--- config.mk ---
export PLATFORM = sky130hd
export DESIGN_NAME = cache_axi_bridge
export DESIGN_NICKNAME = d
export VERILOG_FILES = /design/src/hdl/axi_pkg.sv /design/src/hdl/cache_line_pkg.sv /design/src/hdl/line_req_if.sv /design/src/hdl/read_arbiter.sv /design/src/hdl/axi_line_reader.sv /design/src/hdl/beat_serializer.sv /design/src/hdl/axi_line_writer.sv /design/src/hdl/cache_axi_bridge.sv
export VERILOG_INCLUDE_DIRS = /design/src /design/src/hdl
export SDC_FILE = /design/constraint.sdc
export NUM_CORES = 1
export LEC_CHECK = 0
export BUFFER_PORTS_ARGS = -buffer_cell sky130_fd_sc_hd__buf_2
export CAP_MARGIN = 20
export CORE_AREA = 4 4 713 715
export CTS_CLUSTER_DIAMETER = 200
export DETAILED_ROUTE_END_ITERATION = 10
export DIE_AREA = 0 0 717 719
export SETUP_SLACK_MARGIN = 0.15
export SYNTH_ARGS = -nofsm -noshare
export SYNTH_HDL_FRONTEND = slang
export SYNTH_HIERARCHICAL = 1
export SYNTH_SLANG_ARGS = --single-unit
--- constraint.sdc ---
create_clock -name aclk -period 12.42 [get_ports aclk]
set_clock_uncertainty 0.1 [all_clocks]
set_input_delay 0.621 -clock aclk [delete_from_list [all_inputs] [get_ports aclk]]
set_output_delay 0.621 -clock aclk [all_outputs]
set_load 0.01 [all_outputs]
--- src/hdl/bridge_defines.svh ---
`ifndef BRIDGE_DEFINES_SVH
`define BRIDGE_DEFINES_SVH

// byte address into memory
`define ADDR_W 32

// AXI data bus width, one beat
`define BEAT_W 32

// beats in one cache line, burst length is this minus one
`define LINE_BEATS 16

// AXI id field width
`define AXI_ID_W 4

`endif

--- src/hdl/axi_pkg.sv ---
`include "bridge_defines.svh"

package axi_pkg;

    typedef logic [1:0] axi_burst_t;
    typedef logic [2:0] axi_size_t;
    typedef logic [1:0] axi_resp_t;
    typedef logic [7:0] axi_len_t;

    localparam axi_burst_t AXI_BURST_INCR = 2'b01;   // only burst type used

    localparam axi_size_t AXI_SIZE_4B = 3'd2;        // 2^2 bytes per beat

    localparam axi_len_t AXI_LINE_LEN = axi_len_t'(`LINE_BEATS - 1);   // one full line

    localparam axi_resp_t AXI_RESP_OKAY   = 2'b00;
    localparam axi_resp_t AXI_RESP_EXOKAY = 2'b01;
    localparam axi_resp_t AXI_RESP_SLVERR = 2'b10;
    localparam axi_resp_t AXI_RESP_DECERR = 2'b11;

endpackage

--- src/hdl/cache_line_pkg.sv ---
`include "bridge_defines.svh"

package cache_line_pkg;

    typedef logic [`ADDR_W-1:0] addr_t;

    // one AXI beat, one word of a line
    typedef logic [`BEAT_W-1:0] beat_t;

    // beat 0 sits in the low bits
    typedef logic [`LINE_BEATS*`BEAT_W-1:0] line_t;

    // value doubles as the AR id
    typedef enum logic
    {
        ICACHE = 1'b0,
        DCACHE = 1'b1
    } requester_t;

endpackage

--- src/hdl/line_req_if.sv ---
`timescale 1ns/1ps

interface line_req_if import cache_line_pkg::*; ();

    logic       valid;     // arbiter has a winner
    logic       ready;     // reader is idle
    addr_t      addr;      // line address of the winner
    requester_t who;       // which cache gets the line

    modport arbiter
    (
        output valid, addr, who,
        input  ready
    );

    modport engine
    (
        input  valid, addr, who,
        output ready
    );

endinterface

--- src/hdl/read_arbiter.sv ---
`timescale 1ns/1ps

module read_arbiter import cache_line_pkg::*;
(
    input  logic         i_i_rd_valid,
    input  addr_t        i_i_rd_addr,
    output logic         o_i_rd_ready,
    input  logic         i_d_rd_valid,
    input  addr_t        i_d_rd_addr,
    output logic         o_d_rd_ready,
    line_req_if.arbiter  o_req
);

    // data cache always wins a tie
    assign o_req.valid = i_d_rd_valid | i_i_rd_valid;

    always_comb
    begin
        if (i_d_rd_valid)
        begin
            o_req.addr = i_d_rd_addr;
            o_req.who  = DCACHE;
        end
        else
        begin
            o_req.addr = i_i_rd_addr;
            o_req.who  = ICACHE;
        end
    end

    // grant goes back to the winner only
    assign o_d_rd_ready = o_req.ready;
    assign o_i_rd_ready = o_req.ready & ~i_d_rd_valid;

endmodule

--- src/hdl/axi_line_reader.sv ---
`timescale 1ns/1ps
`include "bridge_defines.svh"

module axi_line_reader import axi_pkg::*, cache_line_pkg::*;
(
    input  logic                 aclk,
    input  logic                 aresetn,
    line_req_if.engine           i_req,
    output logic [`AXI_ID_W-1:0] o_ar_id,
    output addr_t                o_ar_addr,
    output axi_len_t             o_ar_len,
    output axi_size_t            o_ar_size,
    output axi_burst_t           o_ar_burst,
    output logic                 o_ar_valid,
    input  logic                 i_ar_ready,
    input  beat_t                i_r_data,
    input  axi_resp_t            i_r_resp,
    input  logic                 i_r_last,
    input  logic                 i_r_valid,
    output logic                 o_r_ready,
    output logic                 o_i_rsp_valid,
    output logic                 o_d_rsp_valid,
    output line_t                o_rsp_line,
    output logic                 o_rsp_err
);

    typedef enum logic [1:0]
    {
        RD_IDLE,
        RD_ADDR,
        RD_DATA,
        RD_RESP
    } rd_state_t;

    rd_state_t  state;
    addr_t      addr_q;
    requester_t who_q;
    line_t      line_q;
    logic       err_q;

    always_ff @(posedge aclk or negedge aresetn)
    begin
        if (!aresetn)
        begin
            state <= RD_IDLE;
            who_q <= ICACHE;
            err_q <= 1'b0;
        end
        else
        begin
            case (state)
                RD_IDLE:
                begin
                    if (i_req.valid)                    // ready is high in idle
                    begin
                        who_q <= i_req.who;
                        err_q <= 1'b0;
                        state <= RD_ADDR;
                    end
                end
                RD_ADDR:
                begin
                    if (i_ar_ready)
                        state <= RD_DATA;
                end
                RD_DATA:
                begin
                    if (i_r_valid)
                    begin
                        err_q <= err_q | (i_r_resp != AXI_RESP_OKAY);   // sticky
                        if (i_r_last)
                            state <= RD_RESP;
                    end
                end
                default:
                    state <= RD_IDLE;                   // one-cycle response
            endcase
        end
    end

    // address and line are payload only
    always_ff @(posedge aclk)
    begin
        if (i_req.valid && i_req.ready)
            addr_q <= i_req.addr;
        if (o_r_ready && i_r_valid)
            line_q <= {i_r_data, line_q[$bits(line_t)-1:`BEAT_W]};   // beat 0 ends low
    end

    assign i_req.ready = (state == RD_IDLE);

    assign o_ar_id    = {{(`AXI_ID_W-1){1'b0}}, who_q};
    assign o_ar_addr  = addr_q;
    assign o_ar_len   = AXI_LINE_LEN;
    assign o_ar_size  = AXI_SIZE_4B;
    assign o_ar_burst = AXI_BURST_INCR;
    assign o_ar_valid = (state == RD_ADDR);
    assign o_r_ready  = (state == RD_DATA);

    assign o_i_rsp_valid = (state == RD_RESP) && (who_q == ICACHE);
    assign o_d_rsp_valid = (state == RD_RESP) && (who_q == DCACHE);
    assign o_rsp_line    = line_q;
    assign o_rsp_err     = err_q;

endmodule

--- src/hdl/beat_serializer.sv ---
`timescale 1ns/1ps
`include "bridge_defines.svh"

module beat_serializer import cache_line_pkg::*;
(
    input  logic  aclk,
    input  logic  aresetn,
    input  logic  i_load,
    input  line_t i_line,
    input  logic  i_advance,
    output beat_t o_beat,
    output logic  o_last
);

    localparam int CNT_W = $clog2(`LINE_BEATS);

    line_t            line_q;
    logic [CNT_W-1:0] cnt;      // beats already sent

    always_ff @(posedge aclk or negedge aresetn)
    begin
        if (!aresetn)
            cnt <= '0;
        else if (i_load)
            cnt <= '0;
        else if (i_advance)
            cnt <= cnt + 1'b1;
    end

    always_ff @(posedge aclk)
    begin
        if (i_load)
            line_q <= i_line;
        else if (i_advance)
            line_q <= line_q >> `BEAT_W;    // next beat drops into the low word
    end

    assign o_beat = line_q[`BEAT_W-1:0];
    assign o_last = (cnt == CNT_W'(`LINE_BEATS - 1));

endmodule

--- src/hdl/axi_line_writer.sv ---
`timescale 1ns/1ps
`include "bridge_defines.svh"

module axi_line_writer import axi_pkg::*, cache_line_pkg::*;
(
    input  logic                 aclk,
    input  logic                 aresetn,
    input  logic                 i_d_wr_valid,
    input  addr_t                i_d_wr_addr,
    input  line_t                i_d_wr_line,
    output logic                 o_d_wr_ready,
    output logic                 o_d_wr_done,
    output axi_resp_t            o_d_wr_resp,
    output addr_t                o_aw_addr,
    output axi_len_t             o_aw_len,
    output axi_size_t            o_aw_size,
    output axi_burst_t           o_aw_burst,
    output logic                 o_aw_valid,
    input  logic                 i_aw_ready,
    output beat_t                o_w_data,
    output logic [`BEAT_W/8-1:0] o_w_strb,
    output logic                 o_w_last,
    output logic                 o_w_valid,
    input  logic                 i_w_ready,
    input  axi_resp_t            i_b_resp,
    input  logic                 i_b_valid,
    output logic                 o_b_ready
);

    typedef enum logic [1:0]
    {
        WR_IDLE,
        WR_ADDR,
        WR_DATA,
        WR_RESP
    } wr_state_t;

    wr_state_t state;
    addr_t     addr_q;
    axi_resp_t resp_q;
    logic      done_q;
    logic      load;
    logic      advance;

    assign load    = i_d_wr_valid & o_d_wr_ready;
    assign advance = o_w_valid & i_w_ready;          // one W handshake

    always_ff @(posedge aclk or negedge aresetn)
    begin
        if (!aresetn)
        begin
            state  <= WR_IDLE;
            done_q <= 1'b0;
        end
        else
        begin
            done_q <= (state == WR_RESP) && i_b_valid;   // pulse after B
            case (state)
                WR_IDLE:
                    if (i_d_wr_valid)
                        state <= WR_ADDR;
                WR_ADDR:
                    if (i_aw_ready)
                        state <= WR_DATA;
                WR_DATA:
                    if (advance && o_w_last)
                        state <= WR_RESP;
                default:
                    if (i_b_valid)
                        state <= WR_IDLE;
            endcase
        end
    end

    always_ff @(posedge aclk)
    begin
        if (load)
            addr_q <= i_d_wr_addr;
        if (o_b_ready && i_b_valid)
            resp_q <= i_b_resp;
    end

    beat_serializer i_beat_serializer
    (
        .aclk      (aclk),
        .aresetn   (aresetn),
        .i_load    (load),
        .i_line    (i_d_wr_line),
        .i_advance (advance),
        .o_beat    (o_w_data),
        .o_last    (o_w_last)
    );

    assign o_d_wr_ready = (state == WR_IDLE);
    assign o_d_wr_done  = done_q;
    assign o_d_wr_resp  = resp_q;

    assign o_aw_addr  = addr_q;
    assign o_aw_len   = AXI_LINE_LEN;
    assign o_aw_size  = AXI_SIZE_4B;
    assign o_aw_burst = AXI_BURST_INCR;
    assign o_aw_valid = (state == WR_ADDR);
    assign o_w_strb   = '1;                          // always a full line
    assign o_w_valid  = (state == WR_DATA);
    assign o_b_ready  = (state == WR_RESP);

endmodule

--- src/hdl/cache_axi_bridge.sv ---
`timescale 1ns/1ps
`include "bridge_defines.svh"

module cache_axi_bridge import axi_pkg::*, cache_line_pkg::*;
(
    input  logic                 aclk,
    input  logic                 aresetn,
    input  logic                 i_i_rd_valid,
    input  addr_t                i_i_rd_addr,
    output logic                 o_i_rd_ready,
    output logic                 o_i_rsp_valid,
    output line_t                o_i_rsp_line,
    output logic                 o_i_rsp_err,
    input  logic                 i_d_rd_valid,
    input  addr_t                i_d_rd_addr,
    output logic                 o_d_rd_ready,
    output logic                 o_d_rsp_valid,
    output line_t                o_d_rsp_line,
    output logic                 o_d_rsp_err,
    input  logic                 i_d_wr_valid,
    input  addr_t                i_d_wr_addr,
    input  line_t                i_d_wr_line,
    output logic                 o_d_wr_ready,
    output logic                 o_d_wr_done,
    output axi_resp_t            o_d_wr_resp,
    output logic [`AXI_ID_W-1:0] o_ar_id,
    output addr_t                o_ar_addr,
    output axi_len_t             o_ar_len,
    output axi_size_t            o_ar_size,
    output axi_burst_t           o_ar_burst,
    output logic                 o_ar_valid,
    input  logic                 i_ar_ready,
    input  beat_t                i_r_data,
    input  axi_resp_t            i_r_resp,
    input  logic                 i_r_last,
    input  logic                 i_r_valid,
    output logic                 o_r_ready,
    output addr_t                o_aw_addr,
    output axi_len_t             o_aw_len,
    output axi_size_t            o_aw_size,
    output axi_burst_t           o_aw_burst,
    output logic                 o_aw_valid,
    input  logic                 i_aw_ready,
    output beat_t                o_w_data,
    output logic [`BEAT_W/8-1:0] o_w_strb,
    output logic                 o_w_last,
    output logic                 o_w_valid,
    input  logic                 i_w_ready,
    input  axi_resp_t            i_b_resp,
    input  logic                 i_b_valid,
    output logic                 o_b_ready
);

    line_t rsp_line;
    logic  rsp_err;

    line_req_if i_line_req_if ();   // granted read, arbiter to reader

    read_arbiter i_read_arbiter
    (
        .i_i_rd_valid (i_i_rd_valid),
        .i_i_rd_addr  (i_i_rd_addr),
        .o_i_rd_ready (o_i_rd_ready),
        .i_d_rd_valid (i_d_rd_valid),
        .i_d_rd_addr  (i_d_rd_addr),
        .o_d_rd_ready (o_d_rd_ready),
        .o_req        (i_line_req_if.arbiter)
    );

    axi_line_reader i_axi_line_reader
    (
        .aclk          (aclk),
        .aresetn       (aresetn),
        .i_req         (i_line_req_if.engine),
        .o_ar_id       (o_ar_id),
        .o_ar_addr     (o_ar_addr),
        .o_ar_len      (o_ar_len),
        .o_ar_size     (o_ar_size),
        .o_ar_burst    (o_ar_burst),
        .o_ar_valid    (o_ar_valid),
        .i_ar_ready    (i_ar_ready),
        .i_r_data      (i_r_data),
        .i_r_resp      (i_r_resp),
        .i_r_last      (i_r_last),
        .i_r_valid     (i_r_valid),
        .o_r_ready     (o_r_ready),
        .o_i_rsp_valid (o_i_rsp_valid),
        .o_d_rsp_valid (o_d_rsp_valid),
        .o_rsp_line    (rsp_line),
        .o_rsp_err     (rsp_err)
    );

    // one line register serves both caches, the valids tell them apart
    assign o_i_rsp_line = rsp_line;
    assign o_d_rsp_line = rsp_line;
    assign o_i_rsp_err  = rsp_err;
    assign o_d_rsp_err  = rsp_err;

    axi_line_writer i_axi_line_writer
    (
        .aclk         (aclk),
        .aresetn      (aresetn),
        .i_d_wr_valid (i_d_wr_valid),
        .i_d_wr_addr  (i_d_wr_addr),
        .i_d_wr_line  (i_d_wr_line),
        .o_d_wr_ready (o_d_wr_ready),
        .o_d_wr_done  (o_d_wr_done),
        .o_d_wr_resp  (o_d_wr_resp),
        .o_aw_addr    (o_aw_addr),
        .o_aw_len     (o_aw_len),
        .o_aw_size    (o_aw_size),
        .o_aw_burst   (o_aw_burst),
        .o_aw_valid   (o_aw_valid),
        .i_aw_ready   (i_aw_ready),
        .o_w_data     (o_w_data),
        .o_w_strb     (o_w_strb),
        .o_w_last     (o_w_last),
        .o_w_valid    (o_w_valid),
        .i_w_ready    (i_w_ready),
        .i_b_resp     (i_b_resp),
        .i_b_valid    (i_b_valid),
        .o_b_ready    (o_b_ready)
    );

endmodule

Word level (Yosys, flattened, before mapping)
Cells that the tools add are included.
Word-level totals
  register bits after elaboration: 1101
  output and inout bits: 1170
Cells by class
  bitwise operators: 7
  equality and inequality tests: 14
  muxes and demuxes: 19
  reductions and logical operators: 16
  add/subtract/negate cells: 1
Operators by type and width (count)
  2-to-1 mux 512 bit: 2
  2-to-1 mux 32 bit: 1
  2-to-1 mux 2 bit: 8
  case mux 2 bit (3 select lines): 2
  == test 2 bit (second input constant): 4
  2-to-1 mux 4 bit: 2
  != test 2 bit (second input constant): 4
  AND reduction 4 bit: 2
  logical AND 1 bit: 6
  != test 2 x 1 -> 1 bit (second input constant): 3
  nonzero test 2 bit: 3
  adder 4 x 1 -> 4 bit (second input constant): 1
  == test 2 x 1 -> 1 bit (second input constant): 2
  == test 4 bit (second input constant): 1
  zero test 2 bit: 2
  nonzero test 4 bit: 1
  AND 1 bit: 3
  2-to-1 mux 1 bit: 3
  AND reduction 3 bit: 1
  NOT 1 bit: 2
  OR 1 bit: 2
  case mux 1 bit (2 select lines): 1
  AND reduction 2 bit: 1

Logic depth before layout (Yosys ltp)
Gate-level depths: netlist of the first run.
  depth in word-level cells: 5
  gate-level depth with buffers: 8

Hierarchy
Netlist of the first run, hierarchy kept.
Modules (own cells, without submodules)
  beat_serializer: cells an instance 1132, instances 1, area an instance 22052.4 µm²
  axi_line_reader: cells an instance 593, instances 1, area an instance 16821.1 µm²
  cache_axi_bridge: cells an instance 513, instances 1, area an instance 3851.2 µm²
  axi_line_writer: cells an instance 76, instances 1, area an instance 1397.6 µm²
  read_arbiter: cells an instance 40, instances 1, area an instance 564.3 µm²

Worst setup path before layout of the first run
Ideal clock, no wire load.
  path type: register to register
  start point: register i_axi_line_reader.state[0]
  end point: register i_axi_line_reader.line_q[0], in the netlist i_axi_line_reader/o_rsp_line[0], enable pin
  setup time: 0.942 ns
  data arrival time: 12.260 ns
  buffers on the path: 0
  data required time: 11.378 ns
  slack: -0.882 ns
  stages on the path, launching flop included: 4
  path through: dfrtp_1 > inv_1 > ha_1 > and2_1
On the way
  cells in the longest elaborated chain, start to end: 2
RTL lines
  start, declared: RTL line axi_line_reader.sv:35  | rd_state_t state;
  start signal, assigned: RTL line axi_line_reader.sv:45  | state <= RD_IDLE;
  start signal, assigned: RTL line axi_line_reader.sv:58  | state <= RD_ADDR;
  start signal, assigned: RTL line axi_line_reader.sv:64  | state <= RD_DATA;
  == test 2 bit: RTL line axi_line_reader.sv:98  | assign o_r_ready = (state == RD_DATA);
  logical AND 1 bit: RTL line axi_line_reader.sv:86  | if (o_r_ready && i_r_valid)
  end signal, assigned: RTL line axi_line_reader.sv:87  | line_q <= {i_r_data, line_q[$bits(line_t)-1:`BEAT_W]};
  end, declared: RTL line axi_line_reader.sv:38  | line_t line_q;
Every way passes these cells.
A chain may end at the register's enable or synchronous reset.

Final worst setup path of the first run
  start point: register i_axi_line_writer.state[0]
  end point: register i_axi_line_writer.i_beat_serializer.line_q[107], enable pin
On the way
  cells in the longest elaborated chain, start to end: 3
  elaborated cells on any way between the ends: 5
  those cells by class: 1 x eq/ne; 2 x bitwise; 2 x reduce/logical
RTL lines
  start, declared: RTL line axi_line_writer.sv:38  | wr_state_t state;
  start signal, assigned: RTL line axi_line_writer.sv:52  | state <= WR_IDLE;
  start signal, assigned: RTL line axi_line_writer.sv:61  | state <= WR_ADDR;
  start signal, assigned: RTL line axi_line_writer.sv:64  | state <= WR_DATA;
  zero test 2 bit: RTL line axi_line_writer.sv:94  | assign o_d_wr_ready = (state == WR_IDLE);
  AND 1 bit: RTL line axi_line_writer.sv:45  | assign load = i_d_wr_valid & o_d_wr_ready;
  via i_axi_line_writer.load: RTL line axi_line_writer.sv:42  | logic load;
  nonzero test 2 bit (no line)
  end signal, assigned: RTL line beat_serializer.sv:33  | line_q <= i_line;
  end signal, assigned: RTL line beat_serializer.sv:35  | line_q <= line_q >> `BEAT_W;
  end, declared: RTL line beat_serializer.sv:17  | line_t line_q;
The timed path passes the listed nets, and every way through them passes these cells.

==> impl_summary.log, run 1 <==
[metrics] number of vias per cell after detailed routing: ~2.7
[metrics] Final Routed Wirelength: about 340,000 µm
[metrics] clk buf depth: 4
[metrics] fin nets: approximately 5,000
[metrics] number of max-capacitance violations reported: 0
[metrics] antenna violations before repair: 108
[metrics] final setup slack of the worst path: 7.39 ns
[metrics] starting density of the core: 8.91%
[metrics] library cell appearing most often on the critical path: sky130_fd_sc_hd__buf_4
[metrics] number of violations reported at the end of detailed-routing iteration 0: 2,551
[metrics] drc violations: 0
[metrics] portion of the clock cycle consumed by the worst path in the final layout: between 40% and 50%
[metrics] floorplan die height: between 700 and 800 µm
[metrics] startpoint of the most critical register-to-register path: i_axi_line_writer/state[0]
[metrics] Peak VDD IR: 0.157 mV
[metrics] final count of hold timing violations: 0
[metrics] destination of the worst register-to-register timing path: i_axi_line_writer/i_beat_serializer/line_q[107]
[metrics] Final Setup Violations: 0
[metrics] slowest cell delay on critical path: around 0.8 ns
[metrics] # IOs: 1,825
[metrics] number of buffer cells added on primary ports: between 1,500 and 2,000
[metrics] Worst setup EP type: flop
[metrics] unrepaired setup endpoints after global routing: false
[metrics] Slew Limit Fails: 0
[metrics] library cells used by synthesis: 36
[metrics] area occupied by registers: between 0.03 and 0.04 mm²
[metrics] crit start category: flop
[metrics] synthesized cell area: ~0.045 mm²
[metrics] detailed-route via count: 29,900
[metrics] Setup TNS Final: 0 ns
[metrics] Tightest Hold Check Type: input port to flop
[metrics] critical path launch point: i_axi_line_writer/state[0]
[metrics] Register-to-Register Path Depth: 7
[metrics] maximum frequency from static timing analysis: about 0.20 GHz
[metrics] number of enable-type register cells in the synthesized netlist: ~1,100
[metrics] slew margin rel.: between 10% and 20%
[metrics] CTS tree: built
[metrics] number of buffer and inverter stages on the critical path: 4
[metrics] pin count of the biggest net entering global routing: approximately 130
[metrics] family of cells with the greatest summed delay on the critical path: buffers and inverters
[metrics] area growth from synthesis to layout: 53.2%
[metrics] highest net fanout along the worst path: about 100
[metrics] global routing usage summed across all routing layers: between 10% and 20%
[metrics] list of cells traversed by the critical path: inv_1 > ha_1 > and2_4 > or2_4 > buf_12 > buf_4 > buf_4
[metrics] critical path depth: 7
[metrics] slowest stage cell, crit path: sky130_fd_sc_hd__buf_4
[metrics] proportion of layout cells with a drive suffix above 1: a little under three fifths
[metrics] vias in the first global route: between 30,000 and 40,000
[metrics] Layout Utilization: a little over an eighth
[metrics] post-CTS setup-driven buffer insertion count: 0
[metrics] clock-pin slew on the worst setup and hold paths: ~0.06 ns
[metrics] total area of multi-input combinational cells: 0.00671 mm²
[metrics] Placement Setup Slack: about 7.5 ns
[metrics] Synthesis Warnings: 6
[metrics] number of rows in the core area: 260
[metrics] first drt pass iteration count: 5
[metrics] detailed-route wire length per cell: 30.3 µm
[metrics] total congestion overflow after global routing: 0
[metrics] Slew @ Worst Pin: around 1.3 ns
[metrics] required time of the critical path: 12.76 ns
[metrics] power density relative to cell area: 229 mW/mm²
[metrics] post-synthesis register bit count: 1,101
[metrics] data arrival time at the worst-slack endpoint: between 5 and 6 ns
[metrics] Die X-Extent: between 700 and 800 µm
[metrics] buffer cell driving the clock tree root: sky130_fd_sc_hd__clkbuf_16
[metrics] total clock buffers created by CTS: 146
[metrics] clk_lat worst skew: around 0.89 ns
[metrics] CTS HTree Levels: 4
[metrics] DIE AREA: 0.516 mm²
[metrics] Worst setup endpoint: i_axi_line_writer/i_beat_serializer/line_q[107]
[metrics] GPL Wtd Cong: a little over 1
[metrics] dpl hpwl: 290,000 µm
[metrics] filler instances: 55,800
[metrics] CTS sink cnt: between 1,000 and 1,500
[metrics] total leakage power: approximately 25 nW
[metrics] portion of the post-synthesis area used by sequential elements: approximately 74%
[metrics] mean instance size in the synthesized netlist: 19.0 µm²
[metrics] minimum clock period: ~5.0 ns
[metrics] critical path type: flop to flop
[metrics] status: finished, final reports clean
[metrics] Async S/R FF share, synth: less than 1%
[metrics] area of the core: 0.501 mm²
[metrics] Primary FF master, synth: sky130_fd_sc_hd__edfxtp_1
[metrics] FF-to-FF setup slack: roughly 7.4 ns
[metrics] post-synthesis cell count: around 2,400
[metrics] wire length of the first global-routing pass: between 400,000 and 500,000 µm
[metrics] remaining antenna violation count: 0
## state kept, by name, summed over array words and instances, names as in the netlist, 2 cells and up
signal	count
i_axi_line_reader/state	2
i_axi_line_writer/o_aw_addr	32
i_axi_line_writer/o_d_wr_resp	2
i_axi_line_writer/i_beat_serializer/line_q	512
i_axi_line_writer/i_beat_serializer/cnt	4
i_axi_line_reader/o_ar_addr	32
i_axi_line_writer/state	2
i_axi_line_reader/o_rsp_line	512
## per-stage QoR
stage                     hold slack (ns)  std cells  total power (W)  cell area [µm²]
after floorplan                     0.225       2383          0.00889            44800
after global placement              0.352      10200           0.0113            57300
after detailed placement            0.355      10200           0.0113            57300
after CTS                        0.000522      11100           0.0160            68400
after global routing               0.0207      11100           0.0163            68400
final                              0.0817      11200           0.0157            68500
## worst min path at each step
| stage | slack, ns | startpoint | to | cells after the start |
|---|---|---|---|---|
| 2_1_floorplan | 0.23 | aresetn | i_axi_line_reader/o_rsp_err | 0 |
| 3_3_place_gp | 0.35 | i_axi_line_reader/o_rsp_line[293] | i_axi_line_reader/o_rsp_line[261] | 0 |
| 3_5_place_dp | 0.36 | i_axi_line_reader/o_rsp_line[344] | i_axi_line_reader/o_rsp_line[312] | 0 |
| 4_1_cts | 0.0005 | i_d_wr_line[113] | i_axi_line_writer/i_beat_serializer/line_q[113] | 2 |
| 5_1_grt | 0.02 | i_d_rd_addr[12] | i_axi_line_reader/o_ar_addr[12] | 2 |
| 6_report | 0.08 | i_d_wr_line[113] | i_axi_line_writer/i_beat_serializer/line_q[113] | 2 |
## logic make-up (layout without fill, tap and decap cells)
family	Yosys count	in the layout	synth area share (%)
buffers and inverters	648	2705	11.4
other	4	74	0.0336
adders and majority gates	13	13	0.364
and+or+nand+nor	60	60	0.826
AOI/OAI and AO/OA	8	8	0.207
DFF	1101	1101	73.9
muxes	519	519	13.3
xor gates and xnor gates	1	1	0.0196
## cell usage in the layout (no fill, tap or decap), types with 7 or more instances in the layout
cell / count
sky130_fd_sc_hd__buf_2: 1791
sky130_fd_sc_hd__edfxtp_1: 1090
sky130_fd_sc_hd__dlygate4sd3_1: 623
sky130_fd_sc_hd__mux2_2: 486
sky130_fd_sc_hd__clkbuf_16: 146
sky130_fd_sc_hd__diode_2: 41
sky130_fd_sc_hd__and2_1: 36
sky130_fd_sc_hd__conb_1: 33
sky130_fd_sc_hd__mux2_4: 29
sky130_fd_sc_hd__clkbuf_1: 28
sky130_fd_sc_hd__buf_4: 18
sky130_fd_sc_hd__clkinv_1: 17
sky130_fd_sc_hd__clkinv_2: 15
sky130_fd_sc_hd__bufinv_16: 14
sky130_fd_sc_hd__ha_1: 13
sky130_fd_sc_hd__clkinv_4: 12
sky130_fd_sc_hd__dfrtp_1: 11
sky130_fd_sc_hd__clkinvlp_4: 8
sky130_fd_sc_hd__inv_6: 7
sky130_fd_sc_hd__nor2b_1: 7
## per-layer routing
layer  track usage (%)  routed length (µm)  vias to the layer above
met5              1.06                 841                        -
met4              2.94                7910                       14
met3              6.44               43400                      284
met2              17.6              137000                     1781
met1              16.6              149000                    15500
li1                  -                   -                    12300
## area by class of cell
cell class / instances / share of cell area (%)
flip-flops and latches: 1101 / 48.2
repair buffers: 2437 / 22.5
well taps: 6681 / 12.2
multi-input cells: 634 / 9.81
clock buffers: 177 / 5.55
clock inverters: 86 / 1.50
diodes: 41 / 0.150
inverters: 5 / 0.0274
## where the power goes
group	internal, W	switching, W
clock	0.00252	0.00186
sequential	0.00586	0.00127
combinational	0.00147	0.00269
total	0.00985	0.00582
## Yosys cell counts, types with 2 or more instances
cell type                  number  area [µm²]
sky130_fd_sc_hd__and2_1        38         238
sky130_fd_sc_hd__buf_12         3        60.1
sky130_fd_sc_hd__buf_4        582        4370
sky130_fd_sc_hd__buf_6         55         619
sky130_fd_sc_hd__clkbuf_2       2        10.0
sky130_fd_sc_hd__conb_1         4        15.0
sky130_fd_sc_hd__dfrtp_1       11         275
sky130_fd_sc_hd__edfxtp_1    1090       32700
sky130_fd_sc_hd__ha_1          13         163
sky130_fd_sc_hd__inv_1          5        18.8
sky130_fd_sc_hd__mux2_2       486        5470
sky130_fd_sc_hd__mux2_4        29         435
sky130_fd_sc_hd__mux2i_1        3        30.0
sky130_fd_sc_hd__nor2_1         4        15.0
sky130_fd_sc_hd__nor2b_1        7        43.8
sky130_fd_sc_hd__or2_2          2        12.5
## worst register-to-register path, stage by stage (launching register included)
cell                      delay, ns
sky130_fd_sc_hd__dfrtp_1       0.40
sky130_fd_sc_hd__inv_1         0.14
sky130_fd_sc_hd__ha_1          0.27
sky130_fd_sc_hd__and2_4        0.56
sky130_fd_sc_hd__or2_4         0.63
sky130_fd_sc_hd__buf_12        0.35
sky130_fd_sc_hd__buf_4         1.29
sky130_fd_sc_hd__buf_4         0.84
## timing repair
action	CTS	global route
gates resized for setup	0	0
hold endpoints to repair	603	0
hold buffers	623	0
(Power assumes the default switching activity.)
==> inputs of run 2 (changes only) <==
--- a/config.mk
+++ b/config.mk
@@ -8,10 +8,10 @@
 export LEC_CHECK = 0
 export BUFFER_PORTS_ARGS = -buffer_cell sky130_fd_sc_hd__buf_2
 export CAP_MARGIN = 20
-export CORE_AREA = 4 4 713 715
+export CORE_AREA = 4 4 717 719
 export CTS_CLUSTER_DIAMETER = 200
 export DETAILED_ROUTE_END_ITERATION = 10
-export DIE_AREA = 0 0 717 719
+export DIE_AREA = 0 0 721 723
 export SETUP_SLACK_MARGIN = 0.15
 export SYNTH_ARGS = -nofsm -noshare
 export SYNTH_HDL_FRONTEND = slang
==> constraint.sdc (replaced) <==
create_clock -name aclk -period 4.8 [get_ports aclk]
set_clock_uncertainty 0.1 [all_clocks]
set_input_delay 0.24 -clock aclk [delete_from_list [all_inputs] [get_ports aclk]]
set_output_delay 0.24 -clock aclk [all_outputs]
set_load 0.01 [all_outputs]
==> run 2 against run 1 <==
Sequential share of layout area decreased by 0.76 points. Design area increased by 1.6%. Non-clock buffer count increased by 126. Clock power increased by 140%. Critical path depth unchanged. Sequential power increased to 2.6 times the previous value. Via count increased by 5.7%. Clock-buffer cell count decreased by 1. Combinational power increased to 2.6 times the previous value.
==> impl_summary.log, run 2 (synthesis gave the netlist of run 1 again) <==
[metrics] critical path type: flop to flop
[metrics] Die X-Extent: between 700 and 800 µm
[metrics] Power Total: between 0.04 and 0.05 W
[metrics] floorplan die height: 723 µm
[metrics] total congestion overflow after global routing: 0
[metrics] slowest cell delay on critical path: 0.58 ns
[metrics] data arrival time at the worst-slack endpoint: roughly 3.5 ns
[metrics] antenna violations before repair: 165
[metrics] number of violations reported at the end of detailed-routing iteration 0: roughly 3,300
[metrics] destination of the worst register-to-register timing path: i_axi_line_writer/state[0]
[metrics] total clock buffers created by CTS: about 150
[metrics] unrepaired setup endpoints after global routing: false
[metrics] filler instances: about 57,000
[metrics] Slew Limit Fails: 0
[metrics] minimum clock period: 2.90 ns
[metrics] Setup TNS Final: 0 ns
[metrics] Hold Path Depth: 2
[metrics] clock-pin slew on the worst setup and hold paths: 0.06 ns
[metrics] detailed-route wire length per cell: approximately 30 µm
[metrics] met2 layer wire length in the routed design: approximately 130,000 µm
[metrics] highest net fanout along the worst path: 4
[metrics] required time of the critical path: between 5 and 6 ns
[metrics] area growth from synthesis to layout: 55.7%
[metrics] list of cells traversed by the critical path: inv_2 > ha_1 > nor4_1 > a2111o_1 > dlygate4sd3_1 > o22ai_1 > dlygate4sd3_1
[metrics] crit start category: flop
[metrics] number of vias per cell after detailed routing: roughly 2.8
[metrics] number of rows in the core area: 262
[metrics] routed length on met3: approximately 44,000 µm
[metrics] CTS tree: built
[metrics] drc violations: 0
[metrics] CTS sink cnt: 1,101
[metrics] CTS HTree Levels: 4
[metrics] Slew @ Worst Pin: between 1 and 1.5 ns
[metrics] wire length of the first global-routing pass: approximately 410,000 µm
[metrics] vias in the first global route: a little over 30,000
[metrics] global routing usage summed across all routing layers: 12.6%
[metrics] first drt pass iteration count: 5
[metrics] number of max-capacitance violations reported: 0
[metrics] proportion of power drawn by the clock network: between 20% and 30%
[metrics] final count of hold timing violations: 0
[metrics] number of buffer cells added on primary ports: between 1,500 and 2,000
[metrics] WHS Endpoint: i_axi_line_reader/o_rsp_line[507]
[metrics] combinational share of power: between 20% and 30%
[metrics] highest-count cells in the layout ignoring fill and taps: sky130_fd_sc_hd__buf_2 (1,791), sky130_fd_sc_hd__edfxtp_1 (1,090), sky130_fd_sc_hd__dlygate4sd3_1 (733)
[metrics] clk buf depth: 4
[metrics] Worst setup EP type: flop
[metrics] fin nets: 5,119
[metrics] clk_lat worst skew: 0.84 ns
[metrics] Final Setup Violations: 0
[metrics] total leakage power: ~25 nW
[metrics] maximum frequency from static timing analysis: roughly 0.34 GHz
[metrics] highest routed layer: met5
[metrics] cell internal pwr: between 0.02 and 0.03 W
[metrics] Peak VDD IR: 0.343 mV
[metrics] startpoint of the most critical register-to-register path: i_axi_line_writer/state[0]
[metrics] power density relative to cell area: about 580 mW/mm²
[metrics] slowest stage cell, crit path: sky130_fd_sc_hd__dlygate4sd3_1
[metrics] commonest non-fill, non-tap cell in the layout: sky130_fd_sc_hd__buf_2
[metrics] library cell appearing most often on the critical path: sky130_fd_sc_hd__dlygate4sd3_1
[metrics] FF-to-FF setup slack: approximately 1.9 ns
[metrics] Register-to-Register Path Depth: 7
[metrics] DIE AREA: between 0.5 and 0.6 mm²
[metrics] starting density of the core: 8.80%
[metrics] Tightest Hold Check Type: input port to flop
[metrics] portion of the clock cycle consumed by the worst path in the final layout: approximately 60%
[metrics] dpl hpwl: around 290,000 µm
[metrics] sum of routed wire segments on met1: about 160,000 µm
[metrics] Sw Pwr: ~0.015 W
[metrics] sequential cell fraction of total power: 46.7%
[metrics] slew margin rel.: 22.6%
[metrics] total of cells resized after clock tree synthesis: 0
[metrics] # IOs: around 1,800
[metrics] Layout Utilization: 13.7%
[metrics] pin count of the biggest net entering global routing: 126
[metrics] Final Routed Wirelength: 346,000 µm
[metrics] detailed-route via count: between 30,000 and 40,000
[metrics] buffer cell driving the clock tree root: sky130_fd_sc_hd__clkbuf_16
[metrics] startpoint of the most critical hold path: i_r_data[27]
[metrics] critical path launch point: i_axi_line_writer/state[0]
[metrics] remaining antenna violation count: 0
[metrics] area of the core: about 0.51 mm²
[metrics] status: finished, final reports clean
[metrics] GPL Wtd Cong: about 1.0
[metrics] proportion of total power due to net switching: a little under two fifths
[metrics] proportion of layout cells with a drive suffix above 1: between 50 and 60%
[run 2: cell count changes in the layout (fill, tap and decap cells not counted), sizes merged]
cell,before,now
buf,1814,1830
diode,41,48
clkinvlp,8,6
inv,21,19
bufinv,14,6
clkinv,48,54
clkbuf,177,176
dlygate4sd3,623,733
[run 2: through the flow]
step,cells,cell area (µm²),hold WS (ns),setup WS [ns]
6_report,11300,69600,0.123,1.90
5_1_grt,11300,69500,0.0379,1.73
4_1_cts,11300,69400,0.000567,1.88
3_5_place_dp,10300,57600,0.212,1.90
3_3_place_gp,10300,57600,0.204,1.95
2_1_floorplan,2383,44800,-0.156,-0.914
[run 2: layout make-up]
class	instances	area, µm²	share of cell area (%)
inverter	5	18.8	0.0270
clock buffer	176	3770	5.41
clock inverter	80	726	1.04
tap	6732	8420	12.1
sequential	1101	33000	47.4
timing repair buffer	2563	16800	24.1
antenna	48	120	0.173
multi-input combinational	634	6740	9.69
[run 2: repair_timing]
item / CTS / global route
hold buffers: 734 / 0
endpoints found under the hold margin: 634 / 0
buffers inserted: 0 / 0
[run 2: critical path: cells and delay by family (launching register included)]
kind,cells,cell delay [ns]
buffers and inverters,3,1.21
AND/OR/NAND/NOR,1,0.49
flip-flops,1,0.39
adder cells (fa/ha/maj),1,0.33
AO/OA/AOI/OAI,2,0.26
[run 2: how the worst max path moves through the flow]
stage | to | slack [ns] | cells past startpoint
after floorplan | i_axi_line_writer/i_beat_serializer/line_q[0] | -0.91 | 7
after global placement | i_axi_line_writer/i_beat_serializer/line_q[338] | 1.95 | 5
after detailed placement | i_axi_line_writer/i_beat_serializer/line_q[61] | 1.90 | 5
after CTS | i_axi_line_writer/i_beat_serializer/line_q[61] | 1.88 | 5
after global routing | i_axi_line_writer/i_beat_serializer/line_q[157] | 1.73 | 5
final | i_axi_line_writer/state[0] | 1.90 | 7
[run 2: power by group through the flow]
stage | clock network [W] | registers (W) | logic, W
2_1_floorplan | 0 | 0.0169 | 0.00576
3_3_place_gp | 0 | 0.0190 | 0.0101
3_5_place_dp | 0 | 0.0190 | 0.0103
4_1_cts | 0.0111 | 0.0188 | 0.0109
5_1_grt | 0.0115 | 0.0190 | 0.0114
6_report | 0.0107 | 0.0188 | 0.0108
[run 2: routing by layer]
layer  track usage (%)  vias up
li1                  -    12500
met5                 0        -
met4              2.83       18
met1              17.7    16500
met3              6.36      319
met2              16.6     2233
